<file path="config.mk">
export PLATFORM = sky130hd
export DESIGN_NAME = mini_cpu_core
export DESIGN_NICKNAME = d
export VERILOG_FILES = /design/src/rtl/cpu_cfg_pkg.sv /design/src/rtl/cpu_isa_pkg.sv /design/src/rtl/reg_file.sv /design/src/rtl/instr_decode.sv /design/src/rtl/alu_execute.sv /design/src/rtl/result_writeback.sv /design/src/rtl/fetch_bus_unit.sv /design/src/rtl/mini_cpu_core.sv
export SDC_FILE = /design/constraint.sdc
export NUM_CORES = 2
export LEC_CHECK = 0
export BUFFER_PORTS_ARGS = -buffer_cell sky130_fd_sc_hd__buf_2
export CELL_PAD_IN_SITES_DETAIL_PLACEMENT = 1
export CELL_PAD_IN_SITES_GLOBAL_PLACEMENT = 2
export CORE_MARGIN = 5
export CORE_UTILIZATION = 43
export CTS_BUF_LIST = sky130_fd_sc_hd__clkbuf_16
export DETAILED_ROUTE_END_ITERATION = 8
export PLACE_DENSITY_LB_ADDON = 0.12
export SYNTH_ARGS = -nofsm -noshare
export SYNTH_HDL_FRONTEND = slang
export SYNTH_SLANG_ARGS = --single-unit
</file>
<file path="constraint.sdc">
create_clock -name clk -period 13.3 [get_ports clk]
set_input_delay 0.665 -clock clk [delete_from_list [all_inputs] [get_ports clk]]
set_output_delay 0.665 -clock clk [all_outputs]
set_load 0.1 [all_outputs]
</file>
<file path="src/rtl/cpu_cfg_pkg.sv">
package cpu_cfg_pkg;

	localparam int word_w = 32; // data word
	localparam int pc_w   = 22; // program counter and bus word address
	localparam int reg_aw = 5;  // register index

	// JR through this register returns via the link register
	localparam logic [reg_aw-1:0] link_reg = 5'd29;

endpackage

</file>
<file path="src/rtl/cpu_isa_pkg.sv">
package cpu_isa_pkg;

	// opcodes in instr[31:27]
	localparam logic [4:0] op_add  = 5'b00000;
	localparam logic [4:0] op_addi = 5'b00001;
	localparam logic [4:0] op_sub  = 5'b00010;
	localparam logic [4:0] op_subi = 5'b00011;
	localparam logic [4:0] op_lw   = 5'b00100;
	localparam logic [4:0] op_sw   = 5'b00101;
	localparam logic [4:0] op_mov  = 5'b00110;
	localparam logic [4:0] op_movi = 5'b00111;
	localparam logic [4:0] op_and  = 5'b01000;
	localparam logic [4:0] op_or   = 5'b01001;
	localparam logic [4:0] op_nor  = 5'b01010;
	localparam logic [4:0] op_sll  = 5'b01011;
	localparam logic [4:0] op_srl  = 5'b01100;
	localparam logic [4:0] op_sra  = 5'b01101;
	localparam logic [4:0] op_b    = 5'b01110;
	localparam logic [4:0] op_jr   = 5'b10000;
	localparam logic [4:0] op_jal  = 5'b10001;
	localparam logic [4:0] op_halt = 5'b11111;

	localparam logic [2:0] alu_add = 3'b000;
	localparam logic [2:0] alu_sub = 3'b001;
	localparam logic [2:0] alu_and = 3'b010;
	localparam logic [2:0] alu_or  = 3'b011;
	localparam logic [2:0] alu_nor = 3'b100;
	localparam logic [2:0] alu_sll = 3'b101;
	localparam logic [2:0] alu_srl = 3'b110;
	localparam logic [2:0] alu_sra = 3'b111;

	// branch conditions in instr[26:24]
	localparam logic [2:0] cond_neq    = 3'b000;
	localparam logic [2:0] cond_eq     = 3'b001;
	localparam logic [2:0] cond_gt     = 3'b010;
	localparam logic [2:0] cond_lt     = 3'b011;
	localparam logic [2:0] cond_gte    = 3'b100;
	localparam logic [2:0] cond_lte    = 3'b101;
	localparam logic [2:0] cond_ovfl   = 3'b110;
	localparam logic [2:0] cond_uncond = 3'b111;

	localparam int op_hi    = 31;
	localparam int op_lo    = 27;
	localparam int cond_hi  = 26;
	localparam int cond_lo  = 24;
	localparam int dst_hi   = 26;
	localparam int dst_lo   = 22;
	localparam int rs_hi    = 21;
	localparam int rs_lo    = 17;
	localparam int rt_hi    = 16;
	localparam int rt_lo    = 12;
	localparam int imm_hi   = 16; // sign bit of the immediate
	localparam int imm_lo   = 0;
	localparam int label_hi = 21;
	localparam int label_lo = 0;

endpackage

</file>
<file path="src/rtl/reg_file.sv">
`timescale 1ns/1ps

module reg_file (
	input  logic                           clk,
	input  logic                           rst_n,
	input  logic [cpu_cfg_pkg::reg_aw-1:0] rs_addr,
	input  logic [cpu_cfg_pkg::reg_aw-1:0] rt_addr,
	input  logic [cpu_cfg_pkg::reg_aw-1:0] dbg_addr,
	input  logic                           we,
	input  logic [cpu_cfg_pkg::reg_aw-1:0] wa,
	input  logic [cpu_cfg_pkg::word_w-1:0] wd,
	output logic [cpu_cfg_pkg::word_w-1:0] rs_data,
	output logic [cpu_cfg_pkg::word_w-1:0] rt_data,
	output logic [cpu_cfg_pkg::word_w-1:0] dbg_data
);
	import cpu_cfg_pkg::*;

	localparam int n_regs = 1 << reg_aw;

	logic [word_w-1:0] regs [n_regs];

	always_ff @(posedge clk or negedge rst_n) begin
		if (!rst_n) begin
			for (int i = 0; i < n_regs; i++) begin
				regs[i] <= '0;
			end
		end else if (we && (wa != '0)) begin
			regs[wa] <= wd; // r0 is never written
		end
	end

	// asynchronous reads
	assign rs_data  = regs[rs_addr];
	assign rt_data  = regs[rt_addr];
	assign dbg_data = regs[dbg_addr]; // valid any time, meant for use after halt

endmodule

</file>
<file path="src/rtl/instr_decode.sv">
`timescale 1ns/1ps

module instr_decode (
	input  logic [cpu_cfg_pkg::word_w-1:0] instr,
	output logic [cpu_cfg_pkg::reg_aw-1:0] rs_addr,
	output logic [cpu_cfg_pkg::reg_aw-1:0] rt_addr,
	output logic [cpu_cfg_pkg::reg_aw-1:0] dst_reg,
	output logic [cpu_cfg_pkg::word_w-1:0] imm,
	output logic [2:0]                     alu_op,
	output logic                           use_imm,
	output logic                           use_dst_reg,
	output logic                           upd_neg,
	output logic                           upd_carry,
	output logic                           upd_ovf,
	output logic                           upd_zero,
	output logic                           mem_re,
	output logic                           mem_we,
	output logic                           is_branch,
	output logic                           is_jr,
	output logic                           is_jal,
	output logic                           hlt
);
	import cpu_cfg_pkg::*;
	import cpu_isa_pkg::*;

	logic [4:0] opcode;

	assign opcode  = instr[op_hi:op_lo];
	assign dst_reg = instr[dst_hi:dst_lo];
	assign imm     = {{(word_w - imm_hi - 1){instr[imm_hi]}}, instr[imm_hi:imm_lo]};

	always_comb begin
		rs_addr     = instr[rs_hi:rs_lo];
		rt_addr     = instr[rt_hi:rt_lo];
		alu_op      = alu_add;
		use_imm     = 1'b0;
		use_dst_reg = 1'b0;
		upd_neg     = 1'b0;
		upd_carry   = 1'b0;
		upd_ovf     = 1'b0;
		upd_zero    = 1'b0;
		mem_re      = 1'b0;
		mem_we      = 1'b0;
		is_branch   = 1'b0;
		is_jr       = 1'b0;
		is_jal      = 1'b0;
		hlt         = 1'b0;

		case (opcode)
			op_add, op_addi, op_sub, op_subi: begin
				use_dst_reg = 1'b1;
				use_imm     = opcode[0]; // odd opcodes take the immediate
				alu_op      = opcode[1] ? alu_sub : alu_add;
				upd_neg     = 1'b1;
				upd_carry   = 1'b1;
				upd_ovf     = 1'b1;
				upd_zero    = 1'b1;
			end
			op_lw: begin
				use_imm     = 1'b1; // address is rs + imm
				use_dst_reg = 1'b1;
				mem_re      = 1'b1;
			end
			op_sw: begin
				rt_addr = instr[dst_hi:dst_lo]; // store data comes from the dst field
				use_imm = 1'b1;
				mem_we  = 1'b1;
			end
			op_mov: begin
				rt_addr     = '0; // rs + r0
				use_dst_reg = 1'b1;
			end
			op_movi: begin
				rs_addr     = '0; // behaves as r0 + imm
				use_imm     = 1'b1;
				use_dst_reg = 1'b1;
			end
			op_and, op_or, op_nor: begin
				use_dst_reg = 1'b1;
				upd_zero    = 1'b1;
				alu_op      = (opcode == op_and) ? alu_and :
				              (opcode == op_or)  ? alu_or : alu_nor;
			end
			op_sll: begin
				use_imm     = 1'b1;
				use_dst_reg = 1'b1;
				upd_zero    = 1'b1;
				upd_ovf     = 1'b1; // sign change on shift out
				alu_op      = alu_sll;
			end
			op_srl, op_sra: begin
				use_imm     = 1'b1;
				use_dst_reg = 1'b1;
				upd_zero    = 1'b1;
				alu_op      = (opcode == op_srl) ? alu_srl : alu_sra;
			end
			op_b: begin
				is_branch = 1'b1;
			end
			op_jr: begin
				rs_addr = instr[dst_hi:dst_lo]; // jump register sits in the dst field
				is_jr   = 1'b1;
			end
			op_jal: begin
				is_branch = 1'b1;
				is_jal    = 1'b1;
			end
			op_halt: begin
				hlt = 1'b1;
			end
			default: begin
				// sprite and unknown opcodes fall through as no-ops
			end
		endcase
	end

endmodule

</file>
<file path="src/rtl/alu_execute.sv">
`timescale 1ns/1ps

module alu_execute (
	input  logic                           clk,
	input  logic                           rst_n,
	input  logic                           exec_en,
	input  logic [cpu_cfg_pkg::word_w-1:0] rs_data,
	input  logic [cpu_cfg_pkg::word_w-1:0] rt_data,
	input  logic [cpu_cfg_pkg::word_w-1:0] imm,
	input  logic [2:0]                     alu_op,
	input  logic                           use_imm,
	input  logic                           upd_neg,
	input  logic                           upd_carry,
	input  logic                           upd_ovf,
	input  logic                           upd_zero,
	input  logic                           is_branch,
	input  logic                           is_jr,
	input  logic                           jr_link,
	input  logic [cpu_cfg_pkg::pc_w-1:0]   link_pc,
	input  logic [cpu_cfg_pkg::pc_w-1:0]   label,
	input  logic [2:0]                     cond,
	output logic [cpu_cfg_pkg::word_w-1:0] alu_result,
	output logic                           branch_taken,
	output logic [cpu_cfg_pkg::pc_w-1:0]   branch_target
);
	import cpu_cfg_pkg::*;
	import cpu_isa_pkg::*;

	localparam int msb     = word_w - 1;
	localparam int shamt_w = $clog2(word_w);

	logic [word_w-1:0]  op_b;
	logic [shamt_w-1:0] shamt;
	logic [word_w:0]    sum_ext;
	logic               carry;
	logic               ovf;
	logic               flag_n, flag_c, flag_v, flag_z;
	logic               cond_ok;

	assign op_b  = use_imm ? imm : rt_data;
	assign shamt = op_b[shamt_w-1:0];

	always_comb begin
		sum_ext    = '0;
		carry      = 1'b0;
		ovf        = 1'b0;
		alu_result = '0;
		case (alu_op)
			alu_add: begin
				sum_ext    = {1'b0, rs_data} + {1'b0, op_b};
				alu_result = sum_ext[msb:0];
				carry      = sum_ext[word_w];
				ovf        = (rs_data[msb] == op_b[msb]) && (alu_result[msb] != rs_data[msb]);
			end
			alu_sub: begin
				sum_ext    = {1'b0, rs_data} + {1'b0, ~op_b} + {{word_w{1'b0}}, 1'b1};
				alu_result = sum_ext[msb:0];
				carry      = sum_ext[word_w]; // set when no borrow
				ovf        = (rs_data[msb] != op_b[msb]) && (alu_result[msb] != rs_data[msb]);
			end
			alu_and: alu_result = rs_data & op_b;
			alu_or:  alu_result = rs_data | op_b;
			alu_nor: alu_result = ~(rs_data | op_b);
			alu_sll: begin
				alu_result = rs_data << shamt;
				ovf        = alu_result[msb] != rs_data[msb];
			end
			alu_srl: alu_result = rs_data >> shamt;
			default: alu_result = $signed(rs_data) >>> shamt; // sra
		endcase
	end

	always_ff @(posedge clk or negedge rst_n) begin
		if (!rst_n) begin
			flag_n <= 1'b0;
			flag_c <= 1'b0;
			flag_v <= 1'b0;
			flag_z <= 1'b0;
		end else if (exec_en) begin
			if (upd_neg)   flag_n <= alu_result[msb];
			if (upd_carry) flag_c <= carry;
			if (upd_ovf)   flag_v <= ovf;
			if (upd_zero)  flag_z <= (alu_result == '0);
		end
	end

	// conditions test the stored flags only
	always_comb begin
		case (cond)
			cond_neq:  cond_ok = ~flag_z;
			cond_eq:   cond_ok = flag_z;
			cond_gt:   cond_ok = ~flag_n & ~flag_z;
			cond_lt:   cond_ok = flag_n & ~flag_z;
			cond_gte:  cond_ok = ~flag_n | flag_z;
			cond_lte:  cond_ok = flag_n | flag_z;
			cond_ovfl: cond_ok = flag_v;
			default:   cond_ok = 1'b1; // uncond and jal
		endcase
	end

	assign branch_taken  = is_jr | (is_branch & cond_ok);
	assign branch_target = (is_jr && jr_link) ? link_pc :
	                       is_jr ? rs_data[pc_w-1:0] : label;

endmodule

</file>
<file path="src/rtl/result_writeback.sv">
`timescale 1ns/1ps

module result_writeback (
	input  logic                           clk,
	input  logic                           rst_n,
	input  logic                           wb_en,
	input  logic                           exec_en,
	input  logic                           is_jal,
	input  logic [cpu_cfg_pkg::pc_w-1:0]   next_pc,
	input  logic [cpu_cfg_pkg::word_w-1:0] alu_result,
	input  logic [cpu_cfg_pkg::word_w-1:0] load_data,
	input  logic                           mem_re,
	input  logic                           use_dst_reg,
	input  logic [cpu_cfg_pkg::reg_aw-1:0] dst_reg,
	output logic [cpu_cfg_pkg::pc_w-1:0]   link_pc,
	output logic                           reg_we,
	output logic [cpu_cfg_pkg::reg_aw-1:0] reg_wa,
	output logic [cpu_cfg_pkg::word_w-1:0] reg_wd
);
	import cpu_cfg_pkg::*;

	// return address lives here, not in r29
	always_ff @(posedge clk or negedge rst_n) begin
		if (!rst_n) begin
			link_pc <= '0;
		end else if (exec_en && is_jal) begin
			link_pc <= next_pc;
		end
	end

	assign reg_we = wb_en & use_dst_reg;
	assign reg_wa = dst_reg;
	assign reg_wd = mem_re ? load_data : alu_result; // loads return bus data

endmodule

</file>
<file path="src/rtl/fetch_bus_unit.sv">
`timescale 1ns/1ps

module fetch_bus_unit #(
	parameter logic [cpu_cfg_pkg::pc_w-1:0] reset_pc = '0
) (
	input  logic                           clk,
	input  logic                           rst_n,
	input  logic                           mem_re,
	input  logic                           mem_we,
	input  logic                           hlt,
	input  logic                           branch_taken,
	input  logic [cpu_cfg_pkg::pc_w-1:0]   branch_target,
	input  logic [cpu_cfg_pkg::word_w-1:0] addr,
	input  logic [cpu_cfg_pkg::word_w-1:0] store_data,
	input  logic [cpu_cfg_pkg::word_w-1:0] wb_dat_i,
	input  logic                           wb_ack,
	output logic [cpu_cfg_pkg::word_w-1:0] instr,
	output logic [cpu_cfg_pkg::pc_w-1:0]   next_pc,
	output logic [cpu_cfg_pkg::word_w-1:0] load_data,
	output logic                           exec_en,
	output logic                           wb_en,
	output logic                           halted,
	output logic                           wb_cyc,
	output logic                           wb_stb,
	output logic                           wb_we,
	output logic [cpu_cfg_pkg::pc_w-1:0]   wb_adr,
	output logic [cpu_cfg_pkg::word_w-1:0] wb_dat_o
);
	import cpu_cfg_pkg::*;

	typedef enum logic [2:0] {st_fetch, st_exec, st_mem, st_wb, st_halted} state_t;

	state_t          state;
	logic [pc_w-1:0] pc;
	logic [pc_w-1:0] pc_nxt;
	logic            bus_req; // cyc and stb move together

	assign next_pc = pc + pc_w'(1);
	assign pc_nxt  = branch_taken ? branch_target : next_pc;
	assign exec_en = (state == st_exec);
	assign wb_en   = (state == st_wb);
	assign wb_cyc  = bus_req;
	assign wb_stb  = bus_req;

	always_ff @(posedge clk or negedge rst_n) begin
		if (!rst_n) begin
			state   <= st_fetch;
			pc      <= reset_pc;
			halted  <= 1'b0;
			bus_req <= 1'b0;
			wb_we   <= 1'b0;
		end else begin
			case (state)
				st_fetch: begin
					if (!bus_req) begin
						bus_req <= 1'b1; // first fetch after reset
					end else if (wb_ack) begin
						bus_req <= 1'b0;
						state   <= st_exec;
					end
				end
				st_exec: begin
					if (hlt) begin
						halted <= 1'b1;
						state  <= st_halted;
					end else if (mem_re || mem_we) begin
						bus_req <= 1'b1;
						wb_we   <= mem_we;
						state   <= st_mem;
					end else begin
						state <= st_wb;
					end
				end
				st_mem: begin
					if (wb_ack) begin
						bus_req <= 1'b0;
						wb_we   <= 1'b0;
						state   <= st_wb;
					end
				end
				st_wb: begin
					pc      <= pc_nxt;
					bus_req <= 1'b1; // next fetch opens right away
					state   <= st_fetch;
				end
				st_halted: begin
					// parked until reset
				end
				default: state <= st_fetch;
			endcase
		end
	end

	// bus address, write data and returned words
	always_ff @(posedge clk) begin
		if (state == st_wb) begin
			wb_adr <= pc_nxt;
		end else if (state == st_fetch && !bus_req) begin
			wb_adr <= pc;
		end else if (state == st_exec) begin
			wb_adr   <= addr[pc_w-1:0];
			wb_dat_o <= store_data;
		end
		if (bus_req && wb_ack) begin
			if (state == st_fetch) instr <= wb_dat_i;
			else load_data <= wb_dat_i;
		end
	end

endmodule

</file>
<file path="src/rtl/mini_cpu_core.sv">
`timescale 1ns/1ps

module mini_cpu_core #(
	parameter logic [cpu_cfg_pkg::pc_w-1:0] reset_pc = '0
) (
	input  logic                           clk,
	input  logic                           rst_n,
	input  logic [cpu_cfg_pkg::word_w-1:0] wb_dat_i,
	input  logic                           wb_ack,
	input  logic [cpu_cfg_pkg::reg_aw-1:0] dbg_addr,
	output logic                           wb_cyc,
	output logic                           wb_stb,
	output logic                           wb_we,
	output logic [cpu_cfg_pkg::pc_w-1:0]   wb_adr,
	output logic [cpu_cfg_pkg::word_w-1:0] wb_dat_o,
	output logic                           halted,
	output logic [cpu_cfg_pkg::word_w-1:0] dbg_data
);
	import cpu_cfg_pkg::*;
	import cpu_isa_pkg::*;

	logic [word_w-1:0] instr, imm, rs_data, rt_data, alu_result, load_data, reg_wd;
	logic [reg_aw-1:0] rs_addr, rt_addr, dst_reg, reg_wa;
	logic [pc_w-1:0]   branch_target, link_pc, next_pc;
	logic [2:0]        alu_op, cond;
	logic              use_imm, use_dst_reg, mem_re, mem_we, hlt;
	logic              upd_neg, upd_carry, upd_ovf, upd_zero;
	logic              is_branch, is_jr, is_jal, jr_link, branch_taken;
	logic              exec_en, wb_en, reg_we;

	assign jr_link = (rs_addr == link_reg); // jr names r29
	assign cond    = is_jal ? cond_uncond : instr[cond_hi:cond_lo];

	reg_file u_reg_file (
		.clk(clk), .rst_n(rst_n), .rs_addr(rs_addr), .rt_addr(rt_addr),
		.dbg_addr(dbg_addr), .we(reg_we), .wa(reg_wa), .wd(reg_wd),
		.rs_data(rs_data), .rt_data(rt_data), .dbg_data(dbg_data)
	);

	instr_decode u_decode (
		.instr(instr), .rs_addr(rs_addr), .rt_addr(rt_addr), .dst_reg(dst_reg), .imm(imm),
		.alu_op(alu_op), .use_imm(use_imm), .use_dst_reg(use_dst_reg), .upd_neg(upd_neg),
		.upd_carry(upd_carry), .upd_ovf(upd_ovf), .upd_zero(upd_zero), .mem_re(mem_re),
		.mem_we(mem_we), .is_branch(is_branch), .is_jr(is_jr), .is_jal(is_jal), .hlt(hlt)
	);

	alu_execute u_execute (
		.clk(clk), .rst_n(rst_n), .exec_en(exec_en), .rs_data(rs_data), .rt_data(rt_data),
		.imm(imm), .alu_op(alu_op), .use_imm(use_imm), .upd_neg(upd_neg),
		.upd_carry(upd_carry), .upd_ovf(upd_ovf), .upd_zero(upd_zero),
		.is_branch(is_branch), .is_jr(is_jr), .jr_link(jr_link), .link_pc(link_pc),
		.label(instr[label_hi:label_lo]), .cond(cond), .alu_result(alu_result),
		.branch_taken(branch_taken), .branch_target(branch_target)
	);

	result_writeback u_writeback (
		.clk(clk), .rst_n(rst_n), .wb_en(wb_en), .exec_en(exec_en), .is_jal(is_jal),
		.next_pc(next_pc), .alu_result(alu_result), .load_data(load_data), .mem_re(mem_re),
		.use_dst_reg(use_dst_reg), .dst_reg(dst_reg), .link_pc(link_pc),
		.reg_we(reg_we), .reg_wa(reg_wa), .reg_wd(reg_wd)
	);

	fetch_bus_unit #(
		.reset_pc(reset_pc)
	) u_fetch_bus (
		.clk(clk), .rst_n(rst_n), .mem_re(mem_re), .mem_we(mem_we), .hlt(hlt),
		.branch_taken(branch_taken), .branch_target(branch_target), .addr(alu_result),
		.store_data(rt_data), .wb_dat_i(wb_dat_i), .wb_ack(wb_ack), .instr(instr),
		.next_pc(next_pc), .load_data(load_data), .exec_en(exec_en), .wb_en(wb_en),
		.halted(halted), .wb_cyc(wb_cyc), .wb_stb(wb_stb), .wb_we(wb_we),
		.wb_adr(wb_adr), .wb_dat_o(wb_dat_o)
	);

endmodule

</file>
# Word-level counts from Yosys, hierarchy flattened
# Cells that the tools add are included.
# op_classes
n_reduce_logical,37
n_eq_ne,44
mux,57
add_sub_neg,4
n_bitwise,21
shifts,3
magnitude_cmp,5
# ops
cell,n
bitwise mux 1024 bit,1
binary-select mux 32 bit (select 5 bit),3
two-way mux 32 bit,9
one-hot mux 32 bit (7 select lines),1
demux 32 bit (select 5 bit),1
two-way mux 22 bit,6
adder 32 bit,2
inverter 32 bit,2
"equality test 5 x 4 -> 1 bit, second input constant",7
"adder 32 x 1 -> 32 bit, second input constant",1
AND 32 bit,1
logical NOT 32 bit,1
OR 32 bit,1
<< shifter 32 x 5 -> 32 bit,1
>> shifter 32 x 5 -> 32 bit,1
>>> shifter 32 x 5 -> 32 bit,1
">= comparator 6 bit, second input constant",4
inverter 5 -> 6 bit,4
one-hot mux 3 bit (4 select lines),2
"adder 22 x 1 -> 22 bit, second input constant",1
"equality test 3 bit, second input constant",7
two-way mux 3 bit,7
"equality test 5 x 3 -> 1 bit, second input constant",4
"equality test 5 bit, second input constant",4
37 further kinds,99
# word_totals
elab_cells,216
in_bits,40
ff_bits,1195

# Longest topological paths before layout
# logic_depth
word_depth,14
mapped_depth,39
depth_no_buf,30

# By module
# From an unflattened synthesis, not the netlist that was laid out.
# unflattened
hier_cells,8035
area_unflattened_um2,83343.7
# by_module_without_submodules
module,cells_per_inst,n_inst,area_each_um2
reg_file,5768,1,64245.4
alu_execute,1616,1,10709.0
fetch_bus_unit,464,1,6185.9
result_writeback,89,1,1490.2
instr_decode,93,1,684.4
mini_cpu_core,5,1,28.8

# Worst setup path after synthesis
# Ideal clock, no wire load.
# synth_timing
path_type,register to register
startpoint,reg u_fetch_bus.instr[31] (netlist bit)
endpoint,reg u_reg_file.regs[767] (netlist bit)
required_ns,13.222
setup_slack_ns,5.640
synth_period_minus_slack_ns,7.660
arrival_ns,7.583
setup_ns,0.078
path_stages_with_launch,39
path_buffers,11
cell_sequence,edfxtp_1 buf_2 nor3b_2 nand2_1 nand2_1 buf_2 buf_2 buf_2 buf_2 clkbuf_1 clkbuf_1 buf_1 buf_1 nand2_1 nand3_1 a31oi_1 a211oi_1 a21o_1 [... 3 more ...] clkbuf_1 a21oi_1 o21bai_1 a21oi_1 o21ai_0 or2_2 a21oi_1 a21oi_1 a221oi_1 o21ai_0 a21o_1 a21o_1 or3_1 nand4_1 a2bb2oi_1 mux2i_1 clkbuf_1 a21oi_1
# synth_between
elab_chain_len,13
# synth_lines
element,line,text
start: declaration,fetch_bus_unit.sv:17,"output logic [cpu_cfg_pkg::word_w-1:0] instr,"
start signal: assignment,fetch_bus_unit.sv:105,if (state == st_fetch) instr <= wb_dat_i;
equality test 5 x 3 -> 1 bit,instr_decode.sv:49,case (opcode)
one-hot mux 5 bit (2 select lines) *,instr_decode.sv:49,
inverter 5 -> 6 bit (implied by the code) *,reg_file.sv:34,assign rt_data = regs[rt_addr];
binary-select mux 32 bit (select 5 bit) *,reg_file.sv:34,
two-way mux 32 bit (implied by the code) * (2 in a row),reg_file.sv:34,
named net rt_data[8],mini_cpu_core.sv:22,"logic [word_w-1:0] instr, imm, rs_data, rt_data, alu_result, load_data, reg_wd;"
two-way mux 32 bit *,alu_execute.sv:40,assign op_b = use_imm ? imm : rt_data;
inverter 32 bit,alu_execute.sv:56,"sum_ext = {1'b0, rs_data} + {1'b0, ~op_b} + {{word_w{1'b0}}, 1'b1};"
adder 32 bit,alu_execute.sv:56,
adder 32 x 1 -> 32 bit,alu_execute.sv:56,
one-hot mux 32 bit (7 select lines) *,alu_execute.sv:48,case (alu_op)
two-way mux 32 bit *,result_writeback.sv:33,assign reg_wd = mem_re ? load_data : alu_result;
bitwise mux 1024 bit *,reg_file.sv:28,regs[wa] <= wd;
end signal: indexed assignment,reg_file.sv:28,
end: declaration,reg_file.sv:20,logic [word_w-1:0] regs [n_regs];
# Mark *: on every way through the listed nets, which the timed path passes. The rest lies on a longest branch. The select of a mux whose other input is x is not followed.
# A chain may end at the register's enable or synchronous reset.

# Final worst setup path
# layout_timing
startpoint,reg u_fetch_bus.instr[31] (netlist bit)
endpoint,reg u_execute.flag_z
# layout_between
elab_chain_len,12
# layout_lines
element,line,text
equality test 5 x 3 -> 1 bit,instr_decode.sv:49,
one-hot mux 5 bit (2 select lines),instr_decode.sv:49,
inverter 5 -> 6 bit (implied by the code),reg_file.sv:34,
binary-select mux 32 bit (select 5 bit),reg_file.sv:34,
two-way mux 32 bit (implied by the code) (2 in a row),reg_file.sv:34,
two-way mux 32 bit,alu_execute.sv:40,
inverter 32 bit,alu_execute.sv:56,
adder 32 bit,alu_execute.sv:56,
adder 32 x 1 -> 32 bit,alu_execute.sv:56,
one-hot mux 32 bit (7 select lines),alu_execute.sv:48,
logical NOT 32 bit,alu_execute.sv:83,if (upd_zero) flag_z <= (alu_result == '0);
end signal: assignment,alu_execute.sv:83,
end: declaration,alu_execute.sv:37,"logic flag_n, flag_c, flag_v, flag_z;"
# Several ways; a longest one is shown, not always the timed one. The select of a mux whose other input is x is not followed.

==> impl_metrics.tcl <==
set metrics [dict create \
    rsz0062_at_grt "false" \
    grt_pass1_wl_um 591000 \
    synthDistinctLibCells 107 \
    vias 80400 \
    postCtsSetupBuffers 0 \
    crit_type "reg2reg" \
    skew_ns 0.0542 \
    min_path_type "in2reg" \
    crit_buf_inv 4 \
    area_growth_pct 9.52 \
    routedWlPerCell_um 35.7 \
    async_flop_share_pct 90.1 \
    drt-total-wl_um 416000 \
    yosysSeqAreaShare_pct 38.1 \
    cpMostUsedCell "buf_4" \
    clk_latency_ns 0.84 \
    synth_ff_type "dfrtp_1" \
    slowest_delay_ns 0.75 \
    required_ns 14.04 \
    grt_pass1_vias 79000 \
    cp.arrival_ns 11.52 \
    min_period_over_period_pct 81.1 \
    synthCells 9469 \
    cts-root-buf "clkbuf_16" \
    viasPerCell 6.90 \
    wl_met2_um 178000 \
    hold_viol_final 0 \
    m1WireLength_um 163000 \
    rows 158 \
    top_layer "met5" \
    ys_warn_count 0 \
    path_clk_slew_ns 0.08 \
    first_pass_iters 6 \
    nFillCells 21600 \
    setup_tns_ns 0 \
    synth_edf_count 118 \
    peakVddDrop_v 0.000169 \
    cp_top_family "compound AO/OA/AOI/OAI gates" \
    start_util_pct 43.2 \
    hpwl_um 260000 \
    cts_resized 0 \
    die_w_um 441 \
    final_cell_mix "2,491 x nand2_1, 1,083 x o21ai_0, 1,077 x dfrtp_1" \
    antenna_left 0 \
    htree_levels 4 \
    cts_made_buffers 149 \
    startpoint_type "flip-flop" \
    grt_max_degree 182 \
    p_per_area_nw_per_um2 249 \
    dieArea_um2 195000 \
    gp_congestion 0.975 \
    synth_area_um2 80000 \
    cts_tree "built" \
    worst_pin_slew_ns 1.53 \
    die_h_um 441 \
    drtIter0Drc 8946 \
    drive_gt1_share_pct 12.4 \
    final_core_util_pct 47.3 \
    io_pins 130 \
    antenna_found_initial 23 \
    maxCapViolations 1 \
    layout_commonest_cell "nand2_1" \
    ys_ff_latch 1195 \
    fin_nets 9180 \
    port_buffers 129 \
    p_leak_nw 36.2 \
    synth_nets 9612 \
    route.met3.wl_um 43400 \
    coreArea_um2 185000 \
    status "complete, but fails checks" \
    clock_sinks 1195 \
    slew_headroom_pct -5.00 \
    clk_path_buf_depth 3 \
    endpoint_kind "flip-flop" \
    slew_viol_final 7 \
    fmaxAchievable_ghz 0.0927 \
    grt_overflow 0 \
    ctsHoldBuffers 1 \
    grt_util_all_layers_pct 41.8 \
    drc_errors 0 \
    fin_crit_ns 10.79 \
    setup_violations 0 \
    violations "capacitance limit, slew limit" \
    slowest_stage "buf_4" \
    crit_fanout 56 \
    syn_area_per_cell_um2 8.45 \
]
[power breakdown]
part / internal [W] / leakage [nW] / switching (W)
logic: 0.00320 / 17.7 / 0.00860
clock network: 0.00233 / 2.50 / 0.00178
registers: 0.00479 / 16.0 / 0.00114
total: 0.0103 / 36.2 / 0.0115
[synthesized netlist by cell type (all sizes together) (17+ instances only)]
cell type | n | area share, %
a22oi | 56 | 0.53
ha | 101 | 1.6
o21bai | 23 | 0.22
edfxtp | 118 | 4.4
clkbuf | 700 | 3.3
o31ai | 18 | 0.18
nand2 | 2528 | 12
and2 | 19 | 0.15
a31oi | 130 | 1.0
a211o | 22 | 0.24
buf | 248 | 1.5
o21ai | 1091 | 6.8
mux2 | 53 | 0.75
a2111oi | 22 | 0.25
mux4 | 322 | 9.1
nor2 | 349 | 1.7
a221o | 28 | 0.35
mux2i | 371 | 4.7
nand3 | 387 | 2.4
nand2b | 32 | 0.25
a21o | 51 | 0.48
o221ai | 34 | 0.37
a32oi | 58 | 0.63
a211oi | 181 | 1.7
a22o | 17 | 0.19
inv | 113 | 0.53
nand4 | 27 | 0.21
o211ai | 30 | 0.28
and3 | 225 | 1.8
a21oi | 439 | 2.8
a311oi | 175 | 1.9
dfrtp | 1077 | 34
o22ai | 60 | 0.48
a221oi | 53 | 0.58
or2 | 24 | 0.19
nor3 | 55 | 0.35
[registers in the layout, summed over array words and instances, names as in the netlist]
register               flops
u_reg_file.regs         1024
u_execute.flag_v           1
u_writeback.link_pc       22
u_fetch_bus.wb_we          1
u_fetch_bus.wb_cyc         1
u_fetch_bus.pc            22
u_fetch_bus.instr         32
u_fetch_bus.state          3
u_execute.flag_z           1
u_fetch_bus.halted         1
u_execute.flag_n           1
u_fetch_bus.wb_adr        22
u_fetch_bus.wb_dat_o      32
u_fetch_bus.load_data     32
[path summary, 6_finish.rpt]
kind / endpoint / slack (ns) / cells past startpoint / from
worst min register to register: u_reg_file.regs[1014]$_DFFE_PN0P_ / 0.43 / 0 / u_reg_file.regs[1014]$_DFFE_PN0P_
worst max-delay path: u_execute.flag_z$_DFFE_PN0P_ / 2.51 / 27 / u_fetch_bus.instr[31]$_DFFE_PP_
min in group asynchronous: u_reg_file.regs[55]$_DFFE_PN0P_ / 0.46 / 2 / rst_n
max in group asynchronous: u_fetch_bus.wb_we$_DFFE_PN0P_ / 9.65 / 5 / rst_n
worst min-delay path: u_fetch_bus.instr[6]$_DFFE_PP_ / 0.08 / 1 / wb_dat_i[6]
worst max register to register: u_execute.flag_z$_DFFE_PN0P_ / 2.51 / 27 / u_fetch_bus.instr[31]$_DFFE_PP_
[kinds of logic after synthesis]
family          after synthesis  share of synthesized area (%)
simple gates               3734                           19.8
compound gates             2604                           20.4
flops                      1195                           38.1
buf+inv                    1061                           5.34
mux                         746                           14.5
fa+ha+maj                   103                           1.63
xor+xnor                     26                          0.285
[metrics by stage]
step / power [W] / worst slack [ns] / hold WS [ns] / cell area, um^2 / cells
6_report: 0.0218 / 2.51 / 0.0762 / 87600 / 11700
2_1_floorplan: 0.0126 / 5.64 / 0.369 / 80000 / 9469
4_1_cts: 0.0215 / 2.95 / 0.0303 / 87600 / 11600
3_5_place_dp: 0.0174 / 2.99 / 0.411 / 82800 / 11400
3_3_place_gp: 0.0171 / 2.80 / 0.399 / 82700 / 11400
5_1_grt: 0.0227 / 2.47 / 0.0467 / 87600 / 11600
[layer usage]
metal	vias up	track usage, %
met5	-	0
met2	4623	61.7
met1	41300	54.3
met4	14	26.4
met3	1257	11.4
li1	33300	-
[cell type report]
| cell class | count | area, um^2 | share of cell area [%] |
|---|---|---|---|
| antenna | 15 | 37.5 | 0.0428 |
| clock inverter | 115 | 963 | 1.10 |
| multi-input combinational | 7213 | 46100 | 52.6 |
| inverter | 113 | 424 | 0.484 |
| timing repair buffer | 365 | 2690 | 3.07 |
| sequential | 1195 | 30500 | 34.8 |
| tap | 2480 | 3100 | 3.54 |
| clock buffer | 154 | 3850 | 4.40 |
Power figures use the tool's default switching activity.
